--- config.mk ---
export PLATFORM = sky130hd
export DESIGN_NAME = execute_stage
export DESIGN_NICKNAME = d
export VERILOG_FILES = /design/src/source/exec_pkg.sv /design/src/source/interrupt_gate.sv /design/src/source/exception_priority.sv /design/src/source/memory_access_unit.sv /design/src/source/writeback_redirect.sv /design/src/source/execute_stage.sv
export VERILOG_INCLUDE_DIRS = /design/src /design/src/source
export SDC_FILE = /design/constraint.sdc
export NUM_CORES = 1
export LEC_CHECK = 0
export BUFFER_PORTS_ARGS = -buffer_cell sky130_fd_sc_hd__buf_2
export CELL_PAD_IN_SITES_DETAIL_PLACEMENT = 0
export CELL_PAD_IN_SITES_GLOBAL_PLACEMENT = 1
export CORE_AREA = 3 3 327 329
export CTS_CLUSTER_SIZE = 25
export DETAILED_ROUTE_END_ITERATION = 12
export DIE_AREA = 0 0 330 332
export PLACE_DENSITY = 0.42
export SYNTH_ARGS = -nofsm -noshare
export SYNTH_HDL_FRONTEND = slang
export SYNTH_HIERARCHICAL = 1
export SYNTH_SLANG_ARGS = --single-unit
--- constraint.sdc ---
create_clock -name clock -period 11.2 [get_ports clock]
set_input_delay 3.36 -clock clock [delete_from_list [all_inputs] [get_ports clock]]
set_output_delay 3.36 -clock clock [all_outputs]
set_load 0.01 [all_outputs]
--- src/source/exec_macros.svh ---
// Width macros for the execute stage: data, virtual, physical and exception code
`ifndef EXEC_MACROS_SVH
`define EXEC_MACROS_SVH

// Data and address width
`define XLEN 64

// Virtual address width, upper bits must repeat bit VLEN-1
`define VLEN 39

// Physical address width from the MMU
`define PLEN 56

// Exception code width
`define EXC_W 6

`endif

--- src/source/exec_pkg.sv ---
// Package exec_pkg: privilege mode, memory access, result select and exception code types
`default_nettype none

`include "exec_macros.svh"

package exec_pkg;

    // Privilege modes, H mode unused
    typedef enum logic [1:0] {
        U = 2'd0,
        S = 2'd1,
        M = 2'd3
    } mode_t;

    // Size and direction of a data access
    typedef enum logic [3:0] {
        NONE,
        BYTE_READ,
        HWORD_READ,
        WORD_READ,
        DWORD_READ,
        BYTE_WRITE,
        HWORD_WRITE,
        WORD_WRITE,
        DWORD_WRITE
    } mem_access_t;

    // Source of the stage result
    typedef enum logic [2:0] {
        ADD,
        SC_RESULT,
        MEMORY,
        INTERNAL_REGISTER,
        RETURN_ADDRESS
    } result_select_t;

    // Cause codes, interrupts share the space with exceptions
    typedef enum logic [`EXC_W-1:0] {
        I_ADDR_MISALIGNED = 0,
        I_ILLEGAL         = 2,
        BREAKPOINT        = 3,
        L_ADDR_MISALIGNED = 4,
        S_INT_TIMER       = 5,
        S_ADDR_MISALIGNED = 6,
        M_INT_TIMER       = 7,
        U_CALL            = 8,  // S and M calls follow by mode
        S_INT_EXT         = 9,
        M_INT_EXT         = 11,
        L_PAGE_FAULT      = 13,
        S_PAGE_FAULT      = 15,
        L_TLB_MISS        = 24,
        S_TLB_MISS        = 25,
        S_TLB_NOT_DIRTY   = 26
    } exc_code_t;

endpackage

`default_nettype wire

--- src/source/interrupt_gate.sv ---
// Module interrupt_gate: first-cycle register, conditioned interrupts, WFI wake
`timescale 1ns/100ps
`default_nettype none

module interrupt_gate (
    input  logic            clock,
    input  logic            rst_n,
    input  logic            stall,
    input  logic            suppress_interrupts,
    input  logic            m_tie,
    input  logic            s_tie,
    input  logic            m_eie,
    input  logic            s_eie,
    input  logic            m_timer,
    input  logic            s_timer,
    input  logic            m_interrupt,
    input  logic            s_interrupt,
    input  exec_pkg::mode_t current_mode,
    output logic            m_timer_c,
    output logic            s_timer_c,
    output logic            m_int_c,
    output logic            s_int_c,
    output logic            wake
);
    import exec_pkg::*;

    logic stalled;  // High after the first cycle of an instruction
    logic open_m;   // Gate common to all four lines
    logic open_s;   // Supervisor lines also need mode S or U

    always_ff @(posedge clock) begin
        if (!rst_n)
            stalled <= 1'b0;
        else
            stalled <= stall;
    end

    assign open_m = !suppress_interrupts && !stalled;
    assign open_s = open_m && (current_mode <= S);

    assign m_timer_c = open_m && m_tie && m_timer;
    assign s_timer_c = open_s && s_tie && s_timer;
    assign m_int_c   = open_m && m_eie && m_interrupt;
    assign s_int_c   = open_s && s_eie && s_interrupt;

    // Raw lines, enables and suppression ignored
    assign wake = m_timer || s_timer || m_interrupt || s_interrupt;

    // Encoding 2 has no mode behind it
    a_mode_legal: assert property (@(posedge clock) disable iff (!rst_n)
        current_mode == U || current_mode == S || current_mode == M);

endmodule

`default_nettype wire

--- src/source/exception_priority.sv ---
// Module exception_priority: pending flag, interrupt flag and prioritized cause code
`timescale 1ns/100ps
`default_nettype none

`include "exec_macros.svh"

module exception_priority (
    input  logic                instruction_addr_misaligned,
    input  logic                instruction_illegal,
    input  logic                e_call,
    input  logic                e_break,
    input  logic                m_timer_c,
    input  logic                s_timer_c,
    input  logic                m_int_c,
    input  logic                s_int_c,
    input  logic                load_misaligned,
    input  logic                store_misaligned,
    input  logic                load_page_fault,
    input  logic                store_page_fault,
    input  logic                tlb_miss,
    input  logic                store_access,
    input  logic                mmu_fault_dns,
    input  exec_pkg::mode_t     current_mode,
    output logic                exception_pending,
    output logic                interrupt_exception,
    output exec_pkg::exc_code_t exception_code
);
    import exec_pkg::*;

    logic any_interrupt;

    assign any_interrupt = m_int_c || s_int_c || m_timer_c || s_timer_c;

    assign exception_pending = any_interrupt
        || instruction_addr_misaligned || instruction_illegal || e_call || e_break
        || load_misaligned || store_misaligned
        || load_page_fault || store_page_fault || tlb_miss;

    assign interrupt_exception = any_interrupt;

    // Highest priority first
    always_comb begin
        exception_code = I_ADDR_MISALIGNED;  // Don't care when nothing pending
        if (m_int_c)
            exception_code = M_INT_EXT;
        else if (s_int_c)
            exception_code = S_INT_EXT;
        else if (m_timer_c)
            exception_code = M_INT_TIMER;
        else if (s_timer_c)
            exception_code = S_INT_TIMER;
        else if (instruction_addr_misaligned)
            exception_code = I_ADDR_MISALIGNED;
        else if (instruction_illegal)
            exception_code = I_ILLEGAL;
        else if (e_break)
            exception_code = BREAKPOINT;
        else if (load_misaligned)
            exception_code = L_ADDR_MISALIGNED;
        else if (store_misaligned)
            exception_code = S_ADDR_MISALIGNED;
        else if (e_call)
            exception_code = exc_code_t'(U_CALL + current_mode);  // 8, 9 or 11
        else if (load_page_fault)
            exception_code = L_PAGE_FAULT;
        else if (store_page_fault)
            exception_code = mmu_fault_dns ? S_TLB_NOT_DIRTY : S_PAGE_FAULT;
        else if (tlb_miss)
            exception_code = store_access ? S_TLB_MISS : L_TLB_MISS;
    end

endmodule

`default_nettype wire

--- src/source/memory_access_unit.sv ---
// Module memory_access_unit: address, MMU bits, faults, LR/SC reservation, load extension
`timescale 1ns/100ps
`default_nettype none

`include "exec_macros.svh"

module memory_access_unit (
    input  logic                  clock,
    input  logic                  rst_n,
    input  logic [`XLEN-1:0]      a,
    input  logic [`XLEN-1:0]      b,
    input  logic [`XLEN-1:0]      mem_data_in,
    input  exec_pkg::mem_access_t memory_access,
    input  logic                  is_memory_op,
    input  logic                  is_lr,
    input  logic                  is_sc,
    input  logic                  is_signed_memory_op,
    input  logic                  exception_pending,
    input  logic                  mmu_match,
    input  logic                  mmu_fault,
    input  logic                  mem_ack,
    input  logic [`PLEN-1:0]      mmu_paddr,
    output logic [`XLEN-1:0]      eff_addr,
    output logic [`XLEN-1:0]      memory_result,
    output logic [`XLEN-1:0]      mem_data_out,
    output logic [`VLEN-1:0]      mmu_vaddr,
    output logic                  mmu_access_r,
    output logic                  mmu_access_w,
    output logic                  store_access,
    output logic                  mem_cycle,
    output logic                  mem_done,
    output logic                  reserved,
    output logic                  load_misaligned,
    output logic                  store_misaligned,
    output logic                  load_page_fault,
    output logic                  store_page_fault,
    output logic                  tlb_miss,
    output logic [`PLEN-1:0]      mem_paddr,
    output exec_pkg::mem_access_t mem_access
);
    import exec_pkg::*;

    logic vaddr_fault;  // Address outside the sign-extended VLEN range
    logic misaligned;   // Low address bits set for the access size
    logic page_fault;
    logic sx;           // Sign bit for load extension

    assign eff_addr     = a + b;
    assign mmu_vaddr    = eff_addr[`VLEN-1:0];
    assign vaddr_fault  = eff_addr[`XLEN-1:`VLEN] != {(`XLEN-`VLEN){eff_addr[`VLEN-1]}};
    assign store_access = mmu_access_w;

    // Direction bits to the MMU
    always_comb begin
        mmu_access_r = 1'b0;
        mmu_access_w = 1'b0;
        case (memory_access)
            BYTE_READ, HWORD_READ, WORD_READ, DWORD_READ:     mmu_access_r = 1'b1;
            BYTE_WRITE, HWORD_WRITE, WORD_WRITE, DWORD_WRITE: mmu_access_w = 1'b1;
            default: ;
        endcase
    end

    // Byte accesses never misalign
    always_comb begin
        case (memory_access)
            HWORD_READ, HWORD_WRITE: misaligned = eff_addr[0];
            WORD_READ, WORD_WRITE:   misaligned = |eff_addr[1:0];
            DWORD_READ, DWORD_WRITE: misaligned = |eff_addr[2:0];
            default:                 misaligned = 1'b0;
        endcase
    end

    assign page_fault = vaddr_fault || (mmu_match && mmu_fault);

    assign load_misaligned  = is_memory_op && mmu_access_r && misaligned;
    assign store_misaligned = is_memory_op && mmu_access_w && misaligned;
    assign load_page_fault  = is_memory_op && mmu_access_r && page_fault;
    assign store_page_fault = is_memory_op && mmu_access_w && page_fault;
    assign tlb_miss         = is_memory_op && !mmu_match;

    // LR/SC reservation, any other completed access drops it
    always_ff @(posedge clock) begin
        if (!rst_n)
            reserved <= 1'b0;
        else if (exception_pending)
            reserved <= 1'b0;
        else if (mem_done && is_lr)
            reserved <= 1'b1;
        else if (mem_done && is_memory_op)
            reserved <= 1'b0;
    end

    // Failed SC finishes at once
    assign mem_done  = mem_ack || (is_sc && !reserved);
    assign mem_cycle = is_memory_op && !exception_pending && (!is_sc || reserved);

    assign mem_paddr    = mmu_paddr;
    assign mem_access   = memory_access;
    assign mem_data_out = b;

    // Memory returns data right-aligned
    assign sx = is_signed_memory_op;
    always_comb begin
        case (memory_access)
            BYTE_READ:
                memory_result = {{(`XLEN-8){sx && mem_data_in[7]}}, mem_data_in[7:0]};
            HWORD_READ:
                memory_result = {{(`XLEN-16){sx && mem_data_in[15]}}, mem_data_in[15:0]};
            WORD_READ:
                memory_result = {{(`XLEN-32){sx && mem_data_in[31]}}, mem_data_in[31:0]};
            default:
                memory_result = mem_data_in;  // Dword, nothing to extend
        endcase
    end

    // Ack is a single-cycle pulse
    a_ack_pulse: assert property (@(posedge clock) disable iff (!rst_n)
        mem_ack |=> !mem_ack);

endmodule

`default_nettype wire

--- src/source/writeback_redirect.sv ---
// Module writeback_redirect: result mux, register write, stall and redirect
`timescale 1ns/100ps
`default_nettype none

`include "exec_macros.svh"

module writeback_redirect (
    input  exec_pkg::result_select_t result_select,
    input  logic [`XLEN-1:0]         eff_addr,
    input  logic [`XLEN-1:0]         memory_result,
    input  logic [`XLEN-1:0]         ireg_out,
    input  logic [`XLEN-1:1]         decode_instruction_vaddr,
    input  logic [`XLEN-1:2]         exception_vaddr,
    input  logic                     reserved,
    input  logic                     mem_done,
    input  logic                     is_memory_op,
    input  logic                     wait_for_interrupt,
    input  logic                     wake,
    input  logic                     save_result_to_gpr,
    input  logic                     exception_pending,
    input  logic                     is_branch,
    input  logic                     branch_taken,
    input  logic [4:0]               rd_num,
    output logic [`XLEN-1:0]         execute_result,
    output logic [`XLEN-1:0]         rd_value,
    output logic [4:0]               rd,
    output logic                     rd_write,
    output logic                     stall,
    output logic                     redirect,
    output logic [`XLEN-1:1]         redirect_vaddr
);
    import exec_pkg::*;

    logic [`XLEN-1:0] result;

    always_comb begin
        case (result_select)
            ADD:               result = eff_addr;
            SC_RESULT:         result = {{(`XLEN-1){1'b0}}, !reserved};  // 0 on success
            MEMORY:            result = memory_result;
            INTERNAL_REGISTER: result = ireg_out;
            RETURN_ADDRESS:    result = {decode_instruction_vaddr, 1'b0};
            default:           result = eff_addr;
        endcase
    end

    assign execute_result = result;
    assign rd_value       = result;
    assign rd             = rd_num;
    assign rd_write       = save_result_to_gpr && !exception_pending;

    // An exception ends the instruction at once
    assign stall = !exception_pending && (
        (is_memory_op && !mem_done) ||
        (wait_for_interrupt && !wake));

    assign redirect = exception_pending || (is_branch && branch_taken);

    // Vector is word aligned
    always_comb begin
        if (exception_pending)
            redirect_vaddr = {exception_vaddr, 1'b0};
        else
            redirect_vaddr = eff_addr[`XLEN-1:1];  // Branch target a+b
    end

endmodule

`default_nettype wire

--- src/source/execute_stage.sv ---
// Module execute_stage: top level joining the interrupt, exception, memory and writeback units
`timescale 1ns/100ps
`default_nettype none

`include "exec_macros.svh"

module execute_stage (
    input  logic                     clock,
    input  logic                     rst_n,
    input  exec_pkg::mode_t          current_mode,
    // Decode side
    input  logic                     instruction_addr_misaligned,
    input  logic                     instruction_illegal,
    input  logic                     e_call,
    input  logic                     e_break,
    input  exec_pkg::mem_access_t    memory_access,
    input  exec_pkg::result_select_t result_select,
    input  logic                     save_result_to_gpr,
    input  logic [4:0]               rd_num,
    input  logic                     is_memory_op,
    input  logic                     is_lr,
    input  logic                     is_sc,
    input  logic                     is_signed_memory_op,
    input  logic [`XLEN-1:0]         a,
    input  logic [`XLEN-1:0]         b,
    input  logic                     is_branch,
    input  logic                     branch_taken,
    input  logic                     wait_for_interrupt,
    input  logic                     suppress_interrupts,
    input  logic [`XLEN-1:1]         decode_instruction_vaddr,
    output logic [`XLEN-1:0]         execute_result,
    output logic                     stall,
    output logic                     redirect,
    output logic [`XLEN-1:1]         redirect_vaddr,
    // Register file
    output logic [4:0]               rd,
    output logic [`XLEN-1:0]         rd_value,
    output logic                     rd_write,
    // MMU
    output logic [`VLEN-1:0]         mmu_vaddr,
    output logic                     mmu_access_r,
    output logic                     mmu_access_w,
    input  logic                     mmu_match,
    input  logic                     mmu_fault,
    input  logic                     mmu_fault_dns,
    input  logic [`PLEN-1:0]         mmu_paddr,
    // Memory
    output logic                     mem_cycle,
    output logic [`PLEN-1:0]         mem_paddr,
    output exec_pkg::mem_access_t    mem_access,
    output logic [`XLEN-1:0]         mem_data_out,
    input  logic [`XLEN-1:0]         mem_data_in,
    input  logic                     mem_ack,
    // Interrupt controller
    input  logic                     m_eie,
    input  logic                     m_tie,
    input  logic                     s_eie,
    input  logic                     s_tie,
    input  logic                     m_timer,
    input  logic                     s_timer,
    input  logic                     m_interrupt,
    input  logic                     s_interrupt,
    // Internal registers and trap handling
    input  logic [`XLEN-1:0]         ireg_out,
    output logic                     exception_pending,
    output logic                     interrupt_exception,
    output exec_pkg::exc_code_t      exception_code,
    input  logic [`XLEN-1:2]         exception_vaddr
);

    logic m_timer_c, s_timer_c, m_int_c, s_int_c, wake;
    logic load_misaligned, store_misaligned, load_page_fault, store_page_fault;
    logic tlb_miss, store_access, mem_done, reserved;
    logic [`XLEN-1:0] eff_addr;
    logic [`XLEN-1:0] memory_result;

    interrupt_gate u_interrupt_gate (
        .clock, .rst_n, .stall, .suppress_interrupts,
        .m_tie, .s_tie, .m_eie, .s_eie,
        .m_timer, .s_timer, .m_interrupt, .s_interrupt, .current_mode,
        .m_timer_c, .s_timer_c, .m_int_c, .s_int_c, .wake
    );

    exception_priority u_exception_priority (
        .instruction_addr_misaligned, .instruction_illegal, .e_call, .e_break,
        .m_timer_c, .s_timer_c, .m_int_c, .s_int_c,
        .load_misaligned, .store_misaligned, .load_page_fault, .store_page_fault,
        .tlb_miss, .store_access, .mmu_fault_dns, .current_mode,
        .exception_pending, .interrupt_exception, .exception_code
    );

    memory_access_unit u_memory_access_unit (
        .clock, .rst_n, .a, .b, .mem_data_in, .memory_access,
        .is_memory_op, .is_lr, .is_sc, .is_signed_memory_op, .exception_pending,
        .mmu_match, .mmu_fault, .mem_ack, .mmu_paddr,
        .eff_addr, .memory_result, .mem_data_out, .mmu_vaddr,
        .mmu_access_r, .mmu_access_w, .store_access, .mem_cycle, .mem_done, .reserved,
        .load_misaligned, .store_misaligned, .load_page_fault, .store_page_fault,
        .tlb_miss, .mem_paddr, .mem_access
    );

    writeback_redirect u_writeback_redirect (
        .result_select, .eff_addr, .memory_result, .ireg_out,
        .decode_instruction_vaddr, .exception_vaddr,
        .reserved, .mem_done, .is_memory_op, .wait_for_interrupt, .wake,
        .save_result_to_gpr, .exception_pending, .is_branch, .branch_taken, .rd_num,
        .execute_result, .rd_value, .rd, .rd_write, .stall, .redirect, .redirect_vaddr
    );

endmodule

`default_nettype wire

# Yosys cells after proc, flatten, opt, wreduce, memory -nomap -nowiden

Cells that the tools add are included.
Widths: inputs -> output; s select.

Output and inout port bits: 373
Logic and storage cells: 110
Bits in registers: 2
Input bits: 478

$lt $le $gt $ge: 1
Reductions and logical operators: 68
Add/sub/neg operators: 2
Bitwise logic cells: 1
Multiplexer cells: 23
Equality and inequality tests: 13

Operators by type and width:

| cell                | number |
|---|---|
| $pmux 64 s4         | 1 |
| $pmux 64 s3         | 1 |
| $mux 6              | 13 |
| $add 64x64->64      | 1 |
| $mux 63             | 1 |
| $logic_and 1x1->1   | 31 |
| $ne 25x25->1        | 1 |
| $logic_or 1x1->1    | 20 |
| $eq 4x3->1 const B  | 4 |
| $reduce_or 2->1     | 5 |
| $eq 4x2->1 const B  | 2 |
| $logic_not 1->1     | 8 |
| $reduce_or 4->1     | 2 |
| $eq 3x2->1 const B  | 2 |
| $add 4x2->5 const A | 1 |
| $mux 1              | 5 |
| $mux 5              | 1 |
| $eq 4x1->1 const B  | 1 |
| $eq 4x4->1 const B  | 1 |
| $eq 3x1->1 const B  | 1 |
| $eq 3x3->1 const B  | 1 |
| $pmux 1 s3          | 1 |
| $reduce_or 3->1     | 1 |
| $le 2x1->1 const B  | 1 |
| other kinds (2)     | 2 |

# Longest topological paths before layout

Gate-level depths: netlist of run 1.

Depth in word-level cells: 20
Gate-level depth with buffers: 20
Mapped depth without buffers: 18

# By module

Netlist of run 1, hierarchy kept.

By module, submodules not included:

| module             | instances | area an instance (µm²) | seq. area each (µm²) | cells each |
|---|---|---|---|---|
| memory_access_unit | 1         | 6,791.5                | 20.0                 | 987 |
| writeback_redirect | 1         | 4,280.4                | 0.0                  | 449 |
| exception_priority | 1         | 216.5                  | 0.0                  | 32 |
| interrupt_gate     | 1         | 68.8                   | 20.0                 | 9 |

# Worst setup path after synthesis of run 1

OpenSTA, ideal clock, no wires.

Path kind: input -> output
Start point: input a[0]
End point: output redirect_vaddr[27] in the netlist's numbering
Buffers on the path: 2
Required time: 7,840 ps
Data arrival time: 7,846 ps
Slack: -6 ps
Cell stages on the path: 18
Path through: ha_1 > fa_1 > a21o_1 > a221oi_2 > o21a_1 > nor3b_1 > or3_1 > xor2_1 > or4_1 > or4_1 > a2bb2oi_1 > a221oi_2 > nor2_1 > nor4_1 > nand2_1 > buf_2 > buf_2 > mux2_2

Elaborated cells between the ends (all ways): 16
Classes of those cells: add/sub: 1; eq/ne: 1; mux: 2; reduce/logical: 12

RTL lines:

| item                           | line                     | RTL |
|---|---|---|
| start, declared                | execute_stage.sv:24      | `` input logic [`XLEN-1:0] a, `` |
| $add 64x64->64                 | memory_access_unit.sv:48 | `assign eff_addr = a + b;` |
| via eff_addr[40]               | execute_stage.sv:74      | `` logic [`XLEN-1:0] eff_addr; `` |
| $ne 25x25->1                   | memory_access_unit.sv:50 | `` assign vaddr_fault = eff_addr[`XLEN-1:`VLEN] != {(`XLEN-`VLEN){eff_addr[`VLEN-1]}}; `` |
| $logic_or 1x1->1               | memory_access_unit.sv:74 | `assign page_fault = vaddr_fault \|\| (mmu_match && mmu_fault);` |
| $logic_and 1x1->1              | memory_access_unit.sv:79 | `assign store_page_fault = is_memory_op && mmu_access_w && page_fault;` |
| via store_page_fault           | execute_stage.sv:72      | `logic load_misaligned, store_misaligned, load_page_fault, store_page_fault;` |
| $logic_or 1x1->1 (2 in series) | exception_priority.sv:37 | `\|\| load_page_fault \|\| store_page_fault \|\| tlb_miss;` |
| via exception_pending          | execute_stage.sv:65      | `output logic exception_pending,` |
| $mux 63                        | writeback_redirect.sv:61 | `if (exception_pending)` |
| end, declared                  | execute_stage.sv:34      | `` output logic [`XLEN-1:1] redirect_vaddr, `` |

The timed path passes the listed nets, and every way through them passes these cells.

# Worst setup path after layout of run 1

Start point: input b[0]
End point: output redirect_vaddr[56] in the netlist's numbering

Elaborated cells between the ends (all ways): 16
Classes of those cells: add/sub: 1; eq/ne: 1; mux: 2; reduce/logical: 12

RTL lines:

| item                           | line                     | RTL |
|---|---|---|
| start, declared                | execute_stage.sv:25      | `` input logic [`XLEN-1:0] b, `` |
| $add 64x64->64                 | memory_access_unit.sv:48 |  |
| $ne 25x25->1                   | memory_access_unit.sv:50 |  |
| $logic_or 1x1->1               | memory_access_unit.sv:74 |  |
| $logic_and 1x1->1              | memory_access_unit.sv:79 |  |
| via store_page_fault           | execute_stage.sv:72      |  |
| $logic_or 1x1->1 (2 in series) | exception_priority.sv:37 |  |
| $mux 63                        | writeback_redirect.sv:61 |  |

The timed path passes the listed nets, and every way through them passes these cells.

==> impl_metrics.env, run 1 <==
export IMPL_maxCapViolations=0
export IMPL_timing_max_slew_rel_slack=0.154
export IMPL_chipHeight_um=332
export IMPL_cts_sinks=2
export IMPL_worstSetupStartpointType="primary input"
export IMPL_async_reset_ff_frac=0
export IMPL_worst_endpoint_required_ps=7840
export IMPL_crit_type="in2out"
export IMPL_syn_area_per_cell_um2=7.69
export IMPL_clock_root_buffer="clkbuf_16"
export IMPL_worst_slew_pin_transition_ps=1260
export IMPL_timing_final_crit_share=1.04
export IMPL_layout_drive_gt1_share=0.618
export IMPL_place_hpwl_mm=74.5
export IMPL_final_hold_viol_count=0
export IMPL_core_area_um2=104000
export IMPL_pin_count=851
export IMPL_status="finished with violations"
export IMPL_tritoncts_clock_tree="done"
export IMPL_clock_latency_ps=220
export IMPL_clock_skew_final_ps=0.459
export IMPL_synthesis_instances=1477
export IMPL_synth_enable_flop_cells=0
export IMPL_synthesis_yosys_warnings=6
export IMPL_gr_total_overflow=0
export IMPL_worstPathArrival_ps=8330
export IMPL_clk_pin_slew_ps=30
export IMPL_design_power_total_w=0.00137
export IMPL_floorplan_rows=118
export IMPL_ys_seq_area_frac=0.00353
export IMPL_critPathCaptureType="output pin"
export IMPL_synth_ff_type="dfxtp_1"
export IMPL_initial_utilization=0.109
export IMPL_critical_path_max_stage_delay_ps=490
export IMPL_num_nets_final=2806
export IMPL_detail_route_drc_violations=0
export IMPL_io_buffer_count=727
export IMPL_cts_made_buffers=3
export IMPL_ys_types=96
export IMPL_floorplan_die_width_um=330
export IMPL_finalHoldWorstSlack_ps=599
export IMPL_p_leak_nw=9.22
export IMPL_first_pass_iters=5
export IMPL_detailroute_via_count=14500
export IMPL_grt_pass1_vias=15000
export IMPL_drt_iter0_drc=657
export IMPL_route_antenna_remaining_nets=0
export IMPL_grt_usage=0.145
export IMPL_detail_route_wirelength_mm=85.0
export IMPL_layout_area_overhead_vs_synth_pct=63.2
export IMPL_grt_pass1_wl_mm=115
export IMPL_routedWlPerCell_um=23.3
export IMPL_grt_start_max_net_pins=65
export IMPL_rsz0062_at_grt="yes"
export IMPL_dieArea_um2=110000
export IMPL_final_setup_worst_slack_ps=-485
export IMPL_max_vdd_ir_drop_mv=0.0403
export IMPL_synth_ff_latch_count=2
export IMPL_viasPerCell=3.97
export IMPL_fin_crit_ps=11690
export IMPL_setup_total_negative_slack_ps=-30970
export IMPL_dp_worst_setup_slack_ps=-908
export IMPL_grt_antenna_before_repair=18
export IMPL_hold_path_class="reg2reg"
export IMPL_critical_path_peak_fanout=8
export IMPL_critical_path_most_common_cell="buf_6"
export IMPL_crit_slowest_cell="or4b_4"
export IMPL_slew_viol_final=0
export IMPL_power_density_nw_per_um2=73.9
export IMPL_mappedNetlistNets=2019
export IMPL_violated_checks="negative setup slack"
export IMPL_mappedNetlistArea_um2=11400
export IMPL_hold_fix_buffer_count_after_cts=0
export IMPL_routabilityCongestion=0.857
export IMPL_report_final_setup_viol=73
export IMPL_worstPathCellList="buf_6 > ha_4 > fa_2 > a21o_4 > a221o_2 > a21oi_2 > a211o_1 > or4b_4 > o211ai_1 > o2111ai_1 > nor4_2 > or4b_4 > a221oi_4 > buf_6 > nor2_4 > nor4_2 > buf_4 > nand2_8 > buf_12 > buf_16 > mux2_4 > buf_6"
export IMPL_maxClockFrequency_mhz=85.6
export IMPL_htree_levels=1
export IMPL_ctsLongestPathBuffers=2
## stage by stage
stage | instances | utilization | area [µm²]
2_1_floorplan | 1477 | - | 11400
6_report | 3650 | 0.179 | 18500
5_1_grt | 3646 | 0.178 | 18500
3_5_place_dp | 3617 | 0.166 | 17200
4_1_cts | 3638 | 0.177 | 18400
3_3_place_gp | 3617 | 0.166 | 17200
## where the power goes
part / internal [W] / switching [W] / total, W / leakage [nW]
Clock: 0.0000454 / 0.00000796 / 0.0000534 / 0.0370
Sequential: 0.00000721 / 0.0000000178 / 0.00000723 / 0.0161
Combinational: 0.000558 / 0.000751 / 0.00131 / 9.17
Total: 0.000610 / 0.000759 / 0.00137 / 9.22
## synth_stat cells (5+ instances only)
| cell | instances | area share |
|---|---|---|
| a211oi_1 | 8 | 0.0053 |
| a21bo_2 | 63 | 0.056 |
| a21o_1 | 70 | 0.046 |
| a21oi_1 | 99 | 0.044 |
| a31oi_1 | 6 | 0.0033 |
| and2_1 | 6 | 0.0033 |
| and3_1 | 8 | 0.0044 |
| and4_1 | 6 | 0.0046 |
| buf_2 | 37 | 0.016 |
| buf_4 | 249 | 0.16 |
| buf_6 | 7 | 0.0069 |
| clkbuf_1 | 34 | 0.011 |
| clkbuf_8 | 8 | 0.0097 |
| ha_1 | 63 | 0.069 |
| inv_1 | 30 | 0.0099 |
| mux2_2 | 64 | 0.063 |
| mux2i_1 | 128 | 0.11 |
| nand2_1 | 90 | 0.030 |
| nand2b_1 | 8 | 0.0044 |
| nand3_1 | 6 | 0.0026 |
| nand4_1 | 36 | 0.020 |
| nor2_1 | 66 | 0.022 |
| nor2b_1 | 12 | 0.0066 |
| nor3_1 | 22 | 0.0097 |
| nor4_1 | 6 | 0.0033 |
| o211ai_1 | 12 | 0.0079 |
| o21a_1 | 11 | 0.0073 |
| o21ai_0 | 58 | 0.026 |
| o21ai_1 | 5 | 0.0022 |
| o21bai_1 | 14 | 0.0093 |
| o221ai_1 | 26 | 0.020 |
| o221ai_2 | 40 | 0.053 |
| o31ai_1 | 6 | 0.0040 |
| or3_1 | 6 | 0.0033 |
| or4_1 | 7 | 0.0046 |
| xnor2_1 | 30 | 0.023 |
| xor2_1 | 22 | 0.017 |
## repair_timing
action,4_1_cts,5_1_grt
pin swaps,32,34
setup buffers,13,8
hold endpoints to repair,0,0
setup endpoints to repair,73,73
gates cloned,6,0
resized for setup,136,35
## worst max-delay path, delay by kind of cell
| kind | cells | cell delay (ps) |
|---|---|---|
| AO/OA/AOI/OAI | 7 | 1620 |
| AND/OR/NAND/NOR | 6 | 1550 |
| buffers and inverters | 6 | 910 |
| adder cells (fa/ha/maj) | 2 | 520 |
| multiplexers | 1 | 300 |
## layer usage
layer  vias up  track usage  share of wire
met3        84       0.0288          0.064
met2       536        0.258           0.49
met5         -            0        0.00032
li1       6903            -              -
met1      6960        0.178           0.42
met4         4       0.0338          0.022
## state kept, by name, summed over array words and instances, names as in the netlist
signal and flops:
u_memory_access_unit/reserved 1, u_interrupt_gate/stalled 1
## cell type report
type | instances | area (µm²)
diodes | 8 | 20.0
clock buffers | 3 | 75.1
fillers | 11900 | 85300
inverters | 30 | 113
multi-input cells | 1106 | 9360
flip-flops and latches | 2 | 40.0
well taps | 1380 | 1730
repair buffers | 1121 | 7190
## kinds of logic after synthesis
kind of cell	Yosys count	synth area share
AND/OR/NAND/NOR	317	0.149
other	1	0.000330
multiplexers	192	0.176
adder cells (fa/ha/maj)	64	0.0712
flip-flops	2	0.00353
buffers and inverters	369	0.221
AO/OA/AOI/OAI	480	0.338
XOR/XNOR	52	0.0401
## final timing paths
| path | start | end | slack (ps) | depth (start not counted) |
|---|---|---|---|---|
| setup / recovery | b[0] | redirect_vaddr[56] | -490 | 22 |
| hold / removal | u_memory_access_unit/reserved | u_memory_access_unit/reserved | 600 | 2 |
| setup reg to reg | u_interrupt_gate/stalled | u_memory_access_unit/reserved | 8730 | 10 |
| hold reg to reg | u_memory_access_unit/reserved | u_memory_access_unit/reserved | 600 | 2 |
## cells in the final DEF (no fill, tap or decap), types with 9 or more instances in the layout
| cell type | instances |
|---|---|
| o221ai_2 | 41 |
| nand2_1 | 89 |
| inv_1 | 30 |
| xor2_1 | 22 |
| o221ai_1 | 25 |
| ha_1 | 55 |
| o21ai_1 | 10 |
| a21bo_2 | 63 |
| o21ai_0 | 50 |
| buf_4 | 371 |
| buf_12 | 12 |
| a21oi_1 | 92 |
| buf_2 | 670 |
| nor2_1 | 63 |
| o21bai_1 | 13 |
| a21o_1 | 69 |
| nand4_1 | 36 |
| mux2i_1 | 128 |
| xnor2_1 | 28 |
| mux2_2 | 60 |
| o211ai_1 | 12 |
| nor3_1 | 21 |
| o21a_1 | 9 |
| buf_6 | 65 |
Note: power is estimated with default switching activity, not from simulation.
==> inputs of run 2 (changes only) <==
--- a/config.mk
+++ b/config.mk
@@ -7,7 +7,7 @@
 export NUM_CORES = 1
 export LEC_CHECK = 0
 export BUFFER_PORTS_ARGS = -buffer_cell sky130_fd_sc_hd__buf_2
-export CELL_PAD_IN_SITES_DETAIL_PLACEMENT = 0
+export CELL_PAD_IN_SITES_DETAIL_PLACEMENT = 1
 export CELL_PAD_IN_SITES_GLOBAL_PLACEMENT = 1
 export CORE_AREA = 3 3 327 329
 export CTS_CLUSTER_SIZE = 25
==> run 2 against run 1 <==
First-iteration DRC count fell by 20%; power rose by 0.11%; utilization barely moved; clock skew barely moved; critical endpoint is now redirect_vaddr[59]; final cell count barely moved; the run ends with max-capacitance violations, max-slew violations, negative setup slack left; register-to-register slack barely moved; combinational power barely moved; clock power fell by 0.7%; global-route usage rose by 0.14 points; critical path depth rose by 1.
==> impl_metrics.env, run 2 (synthesis results as in run 1) <==
export IMPL_share_of_total_power_in_the_clock_network=0.039
export IMPL_worst_r2r_cell_count=10
export IMPL_dieArea_um2=110000
export IMPL_viasPerCell=3.99
export IMPL_fin_crit_ps=11690
export IMPL_violated_checks="max-capacitance violations, max-slew violations, negative setup slack"
export IMPL_critical_path_max_stage_delay_ps=500
export IMPL_layout_drive_gt1_share=0.618
export IMPL_floorplan_rows=118
export IMPL_first_pass_iters=4
export IMPL_slew_viol_final=5
export IMPL_dp_worst_setup_slack_ps=-869
export IMPL_r2r_end="u_memory_access_unit/reserved"
export IMPL_ctsLongestPathBuffers=2
export IMPL_chipHeight_um=332
export IMPL_final_design_area_no_fill_um2=18500
export IMPL_floorplan_die_width_um=330
export IMPL_worstSetupStartpointType="primary input"
export IMPL_gr_total_overflow=0
export IMPL_p_leak_nw=9.20
export IMPL_worstPathArrival_ps=8330
export IMPL_maxCapViolations=1
export IMPL_crit_type="in2out"
export IMPL_io_buffer_count=727
export IMPL_hold_path_class="reg2reg"
export IMPL_report_final_setup_viol=71
export IMPL_power_density_nw_per_um2=74.1
export IMPL_multiInputGateArea_um2=9360
export IMPL_pin_count=851
export IMPL_number_of_cells_on_the_critical_path=23
export IMPL_largest_registers="u_interrupt_gate/stalled: 1 flops, u_memory_access_unit/reserved: 1 flops"
export IMPL_grt_usage=0.147
export IMPL_setup_total_negative_slack_ps=-30540
export IMPL_num_nets_final=2809
export IMPL_critPathCaptureType="output pin"
export IMPL_switching_power_w=0.000760
export IMPL_worst_endpoint_required_ps=7840
export IMPL_clock_skew_final_ps=0.514
export IMPL_detail_route_drc_violations=0
export IMPL_nFillCells=12600
export IMPL_cts_sinks=2
export IMPL_clock_root_buffer="clkbuf_16"
export IMPL_status="finished with violations"
export IMPL_dpl_instance_area_um2=17200
export IMPL_final_setup_worst_slack_ps=-491
export IMPL_cp_top_family="compound AO/OA/AOI/OAI gates"
export IMPL_rsz0062_at_grt="yes"
export IMPL_cp_num_buf_inv=8
export IMPL_cellInternalPower_w=0.000611
export IMPL_seq_power_share=0.005
export IMPL_timing_reg2reg_setup_slack_ps=8720
export IMPL_hold_fix_buffer_count_after_cts=0
export IMPL_cts_made_buffers=3
export IMPL_worstPathCellList="buf_2 > ha_1 > o211ai_1 > o21bai_4 > o211a_1 > buf_4 > o211ai_1 > buf_4 > a2111o_1 > nand3b_1 > a311oi_4 > nor4_2 > or4b_4 > a221oi_4 > buf_6 > nor2_4 > nor4_2 > buf_4 > nand2_8 > buf_12 > buf_16 > mux2_4 > buf_6"
export IMPL_grt_pass1_vias=15600
export IMPL_htree_levels=1
export IMPL_max_vdd_ir_drop_mv=0.0516
export IMPL_worst_hold_startpoint="u_memory_access_unit/reserved"
export IMPL_grt_util_met3=0.0172
export IMPL_mostFrequentLayoutCells="buf_2 (676), buf_4 (378), mux2i_1 (128)"
export IMPL_grtUsageMet2=0.266
export IMPL_crit_start="b[3]"
export IMPL_clock_latency_ps=220
export IMPL_grt_start_max_net_pins=65
export IMPL_route_antenna_remaining_nets=0
export IMPL_crit_slowest_cell="or4b_4"
export IMPL_critical_path_most_common_cell="buf_4"
export IMPL_maxClockFrequency_mhz=85.5
export IMPL_worst_r2r_startpoint="u_interrupt_gate/stalled"
export IMPL_grt_util_met1=0.187
export IMPL_routabilityCongestion=0.857
export IMPL_tritoncts_clock_tree="done"
export IMPL_timing_final_crit_share=1.04
export IMPL_detail_route_wirelength_mm=86.2
export IMPL_layout_cells_most_common="buf_2"
export IMPL_grt_antenna_before_repair=20
export IMPL_critical_path_peak_fanout=8
export IMPL_globalRoute_busiestLayer="met2"
export IMPL_area_sequential_um2=40.0
export IMPL_timing_max_slew_rel_slack=-0.0435
export IMPL_postLayoutCoreUtil=0.178
export IMPL_finalHoldWorstSlack_ps=602
export IMPL_power_share_combinational=0.956
export IMPL_detailroute_via_count=14600
export IMPL_final_hold_viol_count=0
export IMPL_clk_pin_slew_ps=30
export IMPL_initial_utilization=0.109
export IMPL_core_area_um2=104000
export IMPL_drt_iter0_drc=526
export IMPL_place_hpwl_mm=75.9
export IMPL_routedWlPerCell_um=23.6
export IMPL_setup_worst_path_end="redirect_vaddr[59]"
export IMPL_layout_area_overhead_vs_synth_pct=62.9
export IMPL_sw_frac_of_total=0.554
export IMPL_grt_pass1_wl_mm=117
export IMPL_worst_slew_pin_transition_ps=1550
[run 2: cell count changes in the layout (fill, tap and decap cells not counted), moves of 2 or more]
cell and change:
buf_6 -8, buf_4 +7, buf_2 +6, buf_12 -4
buf_16 +2, ha_1 -2, ha_4 +2, o21a_1 +2
o21a_2 -2, or3_1 -2, or3_4 +2
[run 2: repair_timing]
item | in CTS | in global routing
setup buffers | 14 | 10
setup endpoints to repair | 73 | 73
gates resized for setup | 112 | 53
gates cloned | 5 | 0
pin swaps | 35 | 28
[run 2: worst min path at each step]
stage	to	slack (ps)	cells past startpoint
6_report	u_memory_access_unit/reserved	600	2
4_1_cts	u_memory_access_unit/reserved	610	2
3_5_place_dp	u_memory_access_unit/reserved	580	2
5_1_grt	u_memory_access_unit/reserved	640	2
2_1_floorplan	u_memory_access_unit/reserved	460	2
3_3_place_gp	u_memory_access_unit/reserved	600	2
[run 2: through the flow]
stage	power [W]	cells
after detailed placement	0.00128	3617
after global routing	0.00148	3650
final	0.00137	3652
after floorplan	0.000681	1477
after global placement	0.00128	3617
after CTS	0.00138	3638
[run 2: layout make-up]
| class | count | share of cell area |
|---|---|---|
| Sequential cell | 2 | 0.00216 |
| Multi-Input combinational cell | 1106 | 0.506 |
| Antenna cell | 7 | 0.000947 |
| Timing Repair Buffer | 1124 | 0.387 |
| Tap cell | 1380 | 0.0934 |
| Clock buffer | 3 | 0.00406 |
| Inverter | 30 | 0.00609 |
[run 2: worst min-delay path, delay by kind of cell (launching register included)]
kind / cells / cell delay [ps]
buffers and inverters: 1 / 160
DFF: 1 / 300
AOI/OAI and AO/OA: 1 / 90
[run 2: power groups by stage]
stage	Combinational (W)	Sequential, W	Clock [W]
6_report	0.00131	0.00000723	0.0000530
5_1_grt	0.00142	0.00000723	0.0000551
4_1_cts	0.00132	0.00000723	0.0000539
3_5_place_dp	0.00127	0.00000732	0
3_3_place_gp	0.00127	0.00000732	0
2_1_floorplan	0.000674	0.00000730	0
[run 2: metal layers]
metal / part of all wire / up-vias
li1: - / 6895
met1: 0.44 / 7127
met2: 0.50 / 477
met3: 0.048 / 67
met4: 0.018 / 2
met5: 0.00015 / -
